--- src/verilog/coreTypes.sv ---
package coreTypes;

	localparam bit rv32i = 1'b1; // 1 for RV32I, 0 for RV32E
	localparam int numRegs = rv32i ? 32 : 16;
	localparam int xLen = 32;

	typedef logic [xLen-1:0] Word_t;
	typedef logic [4:0] RegAddress_t;
	typedef logic [3:0] AluOp_t;

	// Major opcodes handled by the slice
	localparam logic [6:0] opcodeOp = 7'b0110011;
	localparam logic [6:0] opcodeOpImm = 7'b0010011;
	localparam logic [6:0] opcodeLui = 7'b0110111;

	localparam AluOp_t opAdd = 4'd0;
	localparam AluOp_t opSub = 4'd1;
	localparam AluOp_t opSll = 4'd2;
	localparam AluOp_t opSlt = 4'd3;
	localparam AluOp_t opSltu = 4'd4;
	localparam AluOp_t opXor = 4'd5;
	localparam AluOp_t opSrl = 4'd6;
	localparam AluOp_t opSra = 4'd7;
	localparam AluOp_t opOr = 4'd8;
	localparam AluOp_t opAnd = 4'd9;
	localparam AluOp_t opPassB = 4'd10; // LUI

	typedef struct packed
	{
		RegAddress_t rs1Address;
		RegAddress_t rs2Address;
		RegAddress_t rdAddress;
	} DecodedAddresses_t;

	typedef struct packed
	{
		AluOp_t aluOp;
		Word_t immediate;
		logic useImmediate; // Operand B from immediate instead of rs2
		logic writeEnable; // Supported and legal encoding
		logic valid;
	} DecodedOp_t;

endpackage
--- src/verilog/ExecuteUnit.sv ---
module ExecuteUnit import coreTypes::*;
(
	input logic clock,
	input logic reset,

	input Word_t rs1,
	input Word_t rs2,
	input DecodedOp_t decodedOp,
	input RegAddress_t destination,

	// Writeback to the register file
	output Word_t rdData,
	output logic rdWriteEnable,

	// Registered result
	output Word_t result,
	output logic resultValid,
	output RegAddress_t resultAddress
);

	Word_t operandB;
	logic [4:0] shiftAmount;
	Word_t aluResult;

	assign operandB = decodedOp.useImmediate ? decodedOp.immediate : rs2;
	assign shiftAmount = operandB[4:0]; // Shamt for both OP and OP-IMM

	always_comb
	begin
		case (decodedOp.aluOp)
			opAdd:
				aluResult = rs1 + operandB;
			opSub:
				aluResult = rs1 - operandB;
			opSll:
				aluResult = rs1 << shiftAmount;
			opSlt:
				aluResult = Word_t'($signed(rs1) < $signed(operandB));
			opSltu:
				aluResult = Word_t'(rs1 < operandB);
			opXor:
				aluResult = rs1 ^ operandB;
			opSrl:
				aluResult = rs1 >> shiftAmount;
			opSra:
				aluResult = Word_t'($signed(rs1) >>> shiftAmount);
			opOr:
				aluResult = rs1 | operandB;
			opAnd:
				aluResult = rs1 & operandB;
			opPassB:
				aluResult = operandB;
			default:
				aluResult = '0;
		endcase
	end

	// Write port is driven straight from the ALU, committed at the same edge
	assign rdData = aluResult;
	assign rdWriteEnable = decodedOp.valid & decodedOp.writeEnable;

	always_ff @(posedge clock, posedge reset)
	begin
		if (reset)
		begin
			result <= '0;
			resultValid <= 1'b0;
			resultAddress <= '0;
		end
		else
		begin
			resultValid <= rdWriteEnable; // High for one cycle per instruction
			if (rdWriteEnable)
			begin
				result <= aluResult;
				resultAddress <= destination;
			end
		end
	end

endmodule

--- src/verilog/InstructionDecoder.sv ---
module InstructionDecoder import coreTypes::*;
(
	input Word_t instruction,
	input logic instructionValid,

	output DecodedAddresses_t decodedAddresses,
	output DecodedOp_t decodedOp
);

	logic [6:0] opcode;
	logic [2:0] funct3;
	logic [6:0] funct7;
	logic funct7Zero;
	logic altEncoding; // funct7 of 0100000, SUB and SRA(I)
	logic useAlt;
	Word_t immediateI;
	Word_t immediateU;

	assign opcode = instruction[6:0];
	assign funct3 = instruction[14:12];
	assign funct7 = instruction[31:25];
	assign funct7Zero = (funct7 == 7'b0000000);
	assign altEncoding = (funct7 == 7'b0100000);

	// Bit 30 is part of the immediate for ADDI, so only OP or shift-right looks at it
	assign useAlt = instruction[30] & ((opcode == opcodeOp) | (funct3 == 3'b101));

	assign immediateI = {{20{instruction[31]}}, instruction[31:20]};
	assign immediateU = {instruction[31:12], 12'h000};

	assign decodedAddresses.rs1Address = instruction[19:15];
	assign decodedAddresses.rs2Address = instruction[24:20];
	assign decodedAddresses.rdAddress = instruction[11:7];

	function automatic AluOp_t aluOpFromFunct3(input logic [2:0] f3, input logic alt);
		case (f3)
			3'b000: return alt ? opSub : opAdd;
			3'b001: return opSll;
			3'b010: return opSlt;
			3'b011: return opSltu;
			3'b100: return opXor;
			3'b101: return alt ? opSra : opSrl;
			3'b110: return opOr;
			default: return opAnd;
		endcase
	endfunction

	always_comb
	begin
		decodedOp.valid = instructionValid;
		decodedOp.aluOp = aluOpFromFunct3(funct3, useAlt);
		decodedOp.immediate = immediateI;
		decodedOp.useImmediate = 1'b0;
		decodedOp.writeEnable = 1'b0; // Dropped unless recognised below

		case (opcode)
			opcodeOp:
			begin
				if (funct7Zero)
					decodedOp.writeEnable = 1'b1;
				else if (altEncoding && (funct3 == 3'b000 || funct3 == 3'b101))
					decodedOp.writeEnable = 1'b1; // SUB, SRA
			end
			opcodeOpImm:
			begin
				decodedOp.useImmediate = 1'b1;
				if (funct3 == 3'b001)
					decodedOp.writeEnable = funct7Zero; // SLLI
				else if (funct3 == 3'b101)
					decodedOp.writeEnable = funct7Zero | altEncoding; // SRLI, SRAI
				else
					decodedOp.writeEnable = 1'b1;
			end
			opcodeLui:
			begin
				decodedOp.aluOp = opPassB;
				decodedOp.immediate = immediateU;
				decodedOp.useImmediate = 1'b1;
				decodedOp.writeEnable = 1'b1;
			end
			default:
			begin
				decodedOp.writeEnable = 1'b0;
			end
		endcase
	end

endmodule

--- src/verilog/IntegerCore.sv ---
module IntegerCore import coreTypes::*;
(
	input logic clock,
	input logic reset,

	input Word_t instruction,
	input logic instructionValid,

	output Word_t result,
	output logic resultValid,
	output RegAddress_t resultAddress,
	output Word_t register31Output
);

	DecodedAddresses_t decodedAddresses;
	DecodedOp_t decodedOp;
	Word_t rs1;
	Word_t rs2;
	Word_t rdData;
	logic rdWriteEnable;

	InstructionDecoder InstructionDecoder_inst
	(
		.instruction(instruction),
		.instructionValid(instructionValid),
		.decodedAddresses(decodedAddresses),
		.decodedOp(decodedOp)
	);

	RegisterFile RegisterFile_inst
	(
		.clock(clock),
		.reset(reset),
		.decodedAddresses(decodedAddresses),
		.rdData(rdData),
		.rdWriteEnable(rdWriteEnable),
		.rs1(rs1),
		.rs2(rs2),
		.register31Output(register31Output)
	);

	ExecuteUnit ExecuteUnit_inst
	(
		.clock(clock),
		.reset(reset),
		.rs1(rs1),
		.rs2(rs2),
		.decodedOp(decodedOp),
		.destination(decodedAddresses.rdAddress),
		.rdData(rdData),
		.rdWriteEnable(rdWriteEnable),
		.result(result),
		.resultValid(resultValid),
		.resultAddress(resultAddress)
	);

endmodule

--- src/verilog/RegisterFile.sv ---
module RegisterFile import coreTypes::*;
(
	input logic clock,
	input logic reset,

	input DecodedAddresses_t decodedAddresses,

	// Write port
	input Word_t rdData,
	input logic rdWriteEnable,

	// Read ports
	output Word_t rs1,
	output Word_t rs2,
	output Word_t register31Output
);

	Word_t registers [1:numRegs-1]; // x0 is not stored
	RegAddress_t rs1Index;
	RegAddress_t rs2Index;
	RegAddress_t rdIndex;

	// RV32E ignores the top address bit
	function automatic RegAddress_t effectiveAddress(input RegAddress_t address);
		if (rv32i)
			return address;
		else
			return {1'b0, address[3:0]};
	endfunction

	// Flat one-level mux over every register, zero for x0
	function automatic Word_t readRegister(input Word_t regs [1:numRegs-1],
		input RegAddress_t index);
		Word_t value;
		value = '0;
		for (int i = 1; i < numRegs; i++)
		begin
			if (index == RegAddress_t'(i))
				value = regs[i];
		end
		return value;
	endfunction

	assign rs1Index = effectiveAddress(decodedAddresses.rs1Address);
	assign rs2Index = effectiveAddress(decodedAddresses.rs2Address);
	assign rdIndex = effectiveAddress(decodedAddresses.rdAddress);

	assign rs1 = readRegister(registers, rs1Index);
	assign rs2 = readRegister(registers, rs2Index);

	assign register31Output = registers[numRegs-1]; // x31, or x15 for RV32E

	always_ff @(posedge clock, posedge reset)
	begin
		if (reset)
		begin
			for (int i = 1; i < numRegs; i++)
				registers[i] <= '0;
		end
		else if (rdWriteEnable && rdIndex != '0) // Writes to x0 vanish here
		begin
			registers[rdIndex] <= rdData;
		end
	end

endmodule

--- config.mk ---
export PLATFORM = sky130hd
export DESIGN_NAME = IntegerCore
export DESIGN_NICKNAME = d
export VERILOG_FILES = /design/src/verilog/coreTypes.sv /design/src/verilog/ExecuteUnit.sv /design/src/verilog/InstructionDecoder.sv /design/src/verilog/IntegerCore.sv /design/src/verilog/RegisterFile.sv
export SDC_FILE = /design/constraint.sdc
export NUM_CORES = 2
export LEC_CHECK = 0
export BUFFER_PORTS_ARGS = -buffer_cell sky130_fd_sc_hd__clkbuf_2
export CAP_MARGIN = 0
export CORE_UTILIZATION = 40
export DETAILED_ROUTE_END_ITERATION = 12
export SLEW_MARGIN = 20
export SYNTH_ARGS = -nofsm -noshare
export SYNTH_HDL_FRONTEND = slang
export SYNTH_SLANG_ARGS = --single-unit
--- constraint.sdc ---
create_clock -name clock -period 50 [get_ports clock]
set_input_delay 10 -clock clock [delete_from_list [all_inputs] [get_ports clock]]
set_output_delay 10 -clock clock [all_outputs]
set_load 0.05 [all_outputs]
======== Word-level counts from Yosys, hierarchy flattened ========
Cells that the tools add are included.
operators by class
  reduce and logical (&&, ||, !) cells .... 9
  $lt $le $gt $ge ......................... 4
  shift-type cells ........................ 3
  add/sub/neg operators ................... 2
  bitwise logic cells ..................... 8
  equality and inequality tests ........... 82
  multiplexer cells ....................... 77
operators by type and width
  operator                                             count
  2-to-1 mux 32 bit                                    64
  bitwise mux 992 bit                                  1
  one-hot mux 32 bit (11 select lines)                 1
  demux 32 bit (select 5 bit)                          1
  equality test 5 bit, second input constant           32
  equality test 5 x 4 -> 1 bit, second input constant  16
  less-than comparator 32 bit                          2
  equality test 5 x 3 -> 1 bit, second input constant  8
  2-to-1 mux 36 bit                                    1
  adder 32 bit                                         1
  bitwise AND 32 bit                                   1
  OR 32 bit                                            1
  << shifter 32 x 5 -> 32 bit                          1
  right shift 32 x 5 -> 32 bit                         1
  >>> shifter 32 x 5 -> 32 bit                         1
  subtractor 32 bit                                    1
  XOR 32 bit                                           1
  one-hot mux 4 bit (7 select lines)                   1
  equality test 7 x 6 -> 1 bit, second input constant  3
  equality test 5 x 2 -> 1 bit, second input constant  4
  equality test 4 x 3 -> 1 bit, second input constant  4
  equality test 4 bit, second input constant           3
  equality test 5 x 1 -> 1 bit, second input constant  2
  equality test 3 bit, second input constant           3
  19 further kinds                                     31
storage, ports and cells
  output and inout bits ................... 70
  bits of input ports ..................... 35
  register bits after elaboration ......... 1,030

======== Depth between registers and ports, before layout ========
  depth after elaboration ................. 36
  gate-level depth with buffers ........... 31
  depth with buffers taken out ............ 25

======== By module ========
Synthesis repeated with hierarchy kept, for this count alone.
second synthesis, totals
  cells, all modules ...................... 7,044
  area, all modules ....................... 68,099.1 µm²
modules (own cells, without submodules)
  module              cells each  seq. area each (µm²)  area each (µm²)  times used
  RegisterFile        5,400       24,823.8              56,250.2         1
  ExecuteUnit         1,559       950.9                 11,267.1         1
  InstructionDecoder  85          0.0                   581.8            1

======== Worst setup path before layout ========
Ideal clock, no wire load.
  path kind ............................... in2reg
  from .................................... input instruction[23]
  to ...................................... register RegisterFile_inst.registers[158] (netlist name)
  path buffers ............................ 6
  data arrival time ....................... 15,530 ps
  stages .................................. 27
  slack ................................... 34,337 ps
  required time ........................... 49,867 ps
  library setup time ...................... 133 ps
  cell sequence ........................... buf_2 or3b_2 clkbuf_1 nor2_1 clkbuf_1 clkbuf_1 a22oi_1 nand3_1 nor3_1 a21oi_1 a211oi_1 a21oi_1 ha_1 clkbuf_1 inv_1 a21oi_1 or4b_2 a211o_1 a21oi_1 a211oi_1 o41ai_1 a21oi_1 a32oi_1 nor2_1 a2111oi_2 buf_2 a21oi_1
between the ends
  word-level cells in the longest chain between the ends .. 36
ends and longest elaborated chain
  element                                          line                text
  from (decl)                                      IntegerCore.sv:6    input Word_t instruction,
  equality test 5 x 1 -> 1 bit                     RegisterFile.sv:38  if (index == RegAddress_t'(i))
  2-to-1 mux 32 bit (31 in series)                 RegisterFile.sv:38
  2-to-1 mux 32 bit *                              ExecuteUnit.sv:25   assign operandB = decodedOp.useImmediate ? decodedOp.immediate : rs2;
  subtractor 32 bit, or another cell as far along  ExecuteUnit.sv:34   aluResult = rs1 - operandB;
  one-hot mux 32 bit (11 select lines) *           ExecuteUnit.sv:30   case (decodedOp.aluOp)
  bitwise mux 992 bit *                            RegisterFile.sv:62  registers[rdIndex] <= rdData;
  to (signal, indexed assignment)                  RegisterFile.sv:62
  to (decl)                                        RegisterFile.sv:18  Word_t registers [1:numRegs-1];
Mark *: on every way between the ends. The rest lies on a longest branch, timed or not.
A chain may end at the register's enable or synchronous reset.

======== Worst setup path in the final report ========
  from .................................... input instruction[24]
  to ...................................... register RegisterFile_inst.registers[61] (netlist name)
Same word-level chain as after synthesis.

==> results.cfg <==
[yosys]
synth_ff_type = dfrtp_1
synthArstFlopShare_pct = 100
avgSynthCellArea_um2 = 8.27
synth_edf_count = 0
yosys_warnings = 0
synth_area_leaders = dfrtp_1 41%, a21oi_1 6.9%, nor2_1 6.1%
syn_area_um2 = 62700
yosysUniqueCellTypes = 112
ys_seq_elements = 1030
synth_nets = 7715
yosysTopAreaCellShare_pct = 41.1
synth_top_area_cell = dfrtp_1
ys_seq_area_share_pct = 41.1
synth_cells = 7578

[clocking]
ctsHtreeMaxLevel = 3
cts-buffers-inserted = 114
cts_root_buf = clkbuf_16
cts_setup_buffers = 0
clock-sinks = 1030
cts_hold_buf = 0
tritoncts = done
clk_pin_slew_ns = 0.07
clk_latency_ns = 0.79
cts_resized = 0
clockBufferDepth = 3

[global_routing]
gr-usage-all-layers_pct = 50.4
antenna_found_initial = 48
grt_pass1_vias = 63800
grt_pass1_wl_mm = 550
grt_max_degree = 170
grt_overflow = 0

[detailed_routing]
num_vias = 70000
top_layer = met5
viasPerCell = 7.34
ant_nets = 0
route.detailed.drc = 0
drt-pass1-iter-count = 12
wl_mm = 409
first_iter_violations = 12800
wire_per_inst_um = 42.9
met1Wirelength_mm = 144
met2WireLength_mm = 164
met3_length_mm = 57.3

[timing]
post-route-min-period_ns = 18.85
finalSetupTns_ns = 0
hold_viol = 0
clock_skew_ns = 0.0582
setup_violations = 0
drv_slew = 0
max_freq_mhz = 53.1
timing.hold.ws_ns = 0.474
relSlewSlack_pct = 2.43
final.period_utilization_pct = 37.7
rsz0062_at_grt = false
worstMarginPinSlew_ns = 1.46

[cells_and_area]
final_common_cell = dfrtp_1
layout_common_cells = 1030 x dfrtp_1, 949 x nor2_1, 865 x a21oi_1
fin_cells = 9533
nFillCells = 15400
syn2layout_area_growth_pct = 11.5
layout.nets = 7497
final_layout_size_suffix_gt1_share_pct = 12.2

[critical_path]
crit_path_end_kind = register
start_kind = primary input
reg2reg_from = RegisterFile_inst.registers[802]
setup.worst_path.class = primary input to register
cp_max_fo = 32
rr_worst_depth = 21
cp.arrival_ns = 19.45
cp.required_ns = 50.61
r2r_slack_ns = 41.74
reg2reg_to = RegisterFile_inst.registers[730]

[die]
die-area_um2 = 158000
die_y_um = 398
ios = 105
die_w_um = 398
start_util_pct = 40.5
num_rows = 144
core_area_um2 = 155000

[worst_hold_path]
hold_depth = 2
hold_end = ExecuteUnit_inst.resultAddress[3]
min_path_type = register to register
worstHoldStart = ExecuteUnit_inst.resultAddress[3]

[flow_run]
drv_cap = 0

[power_and_ir_drop]
ir_worst_vdd_uv = 32.3
p_per_area_nw_per_um2 = 31.0
power.leakage_nw = 30.0
power_mw = 2.16

[place]
dp.cells = 9287
portBuffers = 104
gp_congestion = 1.08
dp_hpwl_mm = 275

[status]
status = finished clean
==> where the power goes <==
part           internal, mW  switching [mW]
sequential            0.844          0.0116
clock                 0.553           0.394
combinational        0.0754           0.284
total                  1.47           0.690
==> stage by stage <==
| stage | area (µm²) | utilization, % | setup slack, ns |
|---|---|---|---|
| final | 69900 | 45.1 | 31.15 |
| after global routing | 69800 | 45.1 | 31.22 |
| after CTS | 69700 | 45.1 | 31.89 |
| after detailed placement | 65600 | 42.4 | 31.12 |
| after global placement | 65600 | 42.4 | 31.16 |
| after floorplan | 62700 | - | 11.01 |
==> final cells by class <==
type | instances | area [µm²] | share of cell area [%]
antenna | 31 | 77.6 | 0.111
clock buffer | 157 | 3290 | 4.70
clock inverter | 57 | 867 | 1.24
inverter | 108 | 413 | 0.591
multi-input combinational | 5702 | 34000 | 48.7
sequential | 1030 | 25800 | 36.9
tap | 2044 | 2560 | 3.66
timing repair buffer | 404 | 2860 | 4.09
==> state kept, by name, indices dropped and copies added (netlist names) <==
register	flops
ExecuteUnit_inst.result	32
ExecuteUnit_inst.resultAddress	5
ExecuteUnit_inst.resultValid	1
RegisterFile_inst.register31Output	32
RegisterFile_inst.registers	960
==> cells in the mapped netlist, types with 31 or more instances <==
cell,number
o22ai_1,45
nor4_1,61
a22oi_1,379
clkbuf_1,474
inv_1,100
o21ai_0,492
dfrtp_1,1030
a2111oi_0,34
buf_4,42
a21oi_1,865
o31ai_1,44
buf_1,46
a21oi_2,31
a211oi_1,91
nor2b_1,40
nor3_1,103
o221ai_1,32
and3_1,105
ha_1,100
a31oi_1,40
mux2_2,61
nor2_1,1025
o211ai_1,61
nand2_1,684
mux2i_1,80
a221oi_1,65
nand3_1,409
a22o_1,79
buf_2,156
nand4_1,135
==> routing by layer <==
| layer | vias to the layer above | global-route usage (%) |
|---|---|---|
| met4 | 32 | 42.8 |
| met3 | 2113 | 20.0 |
| li1 | 27400 | - |
| met2 | 6523 | 70.4 |
| met5 | - | 0.787 |
| met1 | 33900 | 60.3 |
==> critical path: stages <==
cell       delay (ns)
clkbuf_2         0.45
nand2_1          0.74
nor2_4           0.78
buf_4            0.65
nor3_1           0.14
o32ai_1          0.81
a21oi_1          0.36
a21oi_1          0.68
nor2_1           0.10
ha_1             0.47
or3_1            0.41
or3_1            0.31
a31o_2           0.25
a2111oi_0        0.86
a2111oi_0        0.23
nor4_1           0.28
a2bb2oi_1        0.31
a21oi_1          0.20
xnor2_1          0.24
o22ai_1          0.18
nor3_2           0.34
buf_4            0.39
o21ai_0          0.17
==> worst max-delay path by stage <==
stage	end	start	slack (ns)	cells past startpoint
2_1_floorplan	ExecuteUnit_inst.resultAddress[0]	reset	11.01	1
3_3_place_gp	RegisterFile_inst.registers[826]	instruction[19]	31.16	24
3_5_place_dp	RegisterFile_inst.registers[826]	instruction[19]	31.12	24
4_1_cts	RegisterFile_inst.registers[730]	instruction[19]	31.89	24
5_1_grt	RegisterFile_inst.registers[890]	instruction[24]	31.22	25
6_report	RegisterFile_inst.registers[61]	instruction[24]	31.15	23
==> cells by family after synthesis <==
family,Yosys count,synth area share [%]
mux,150,2.66
simple gates,2813,20.9
flops,1030,41.1
fa+ha+maj,102,2.06
buf+inv,846,5.85
compound gates,2610,27.1
xor+xnor,27,0.377
No activity file was read; power rests on OpenSTA's default activity.
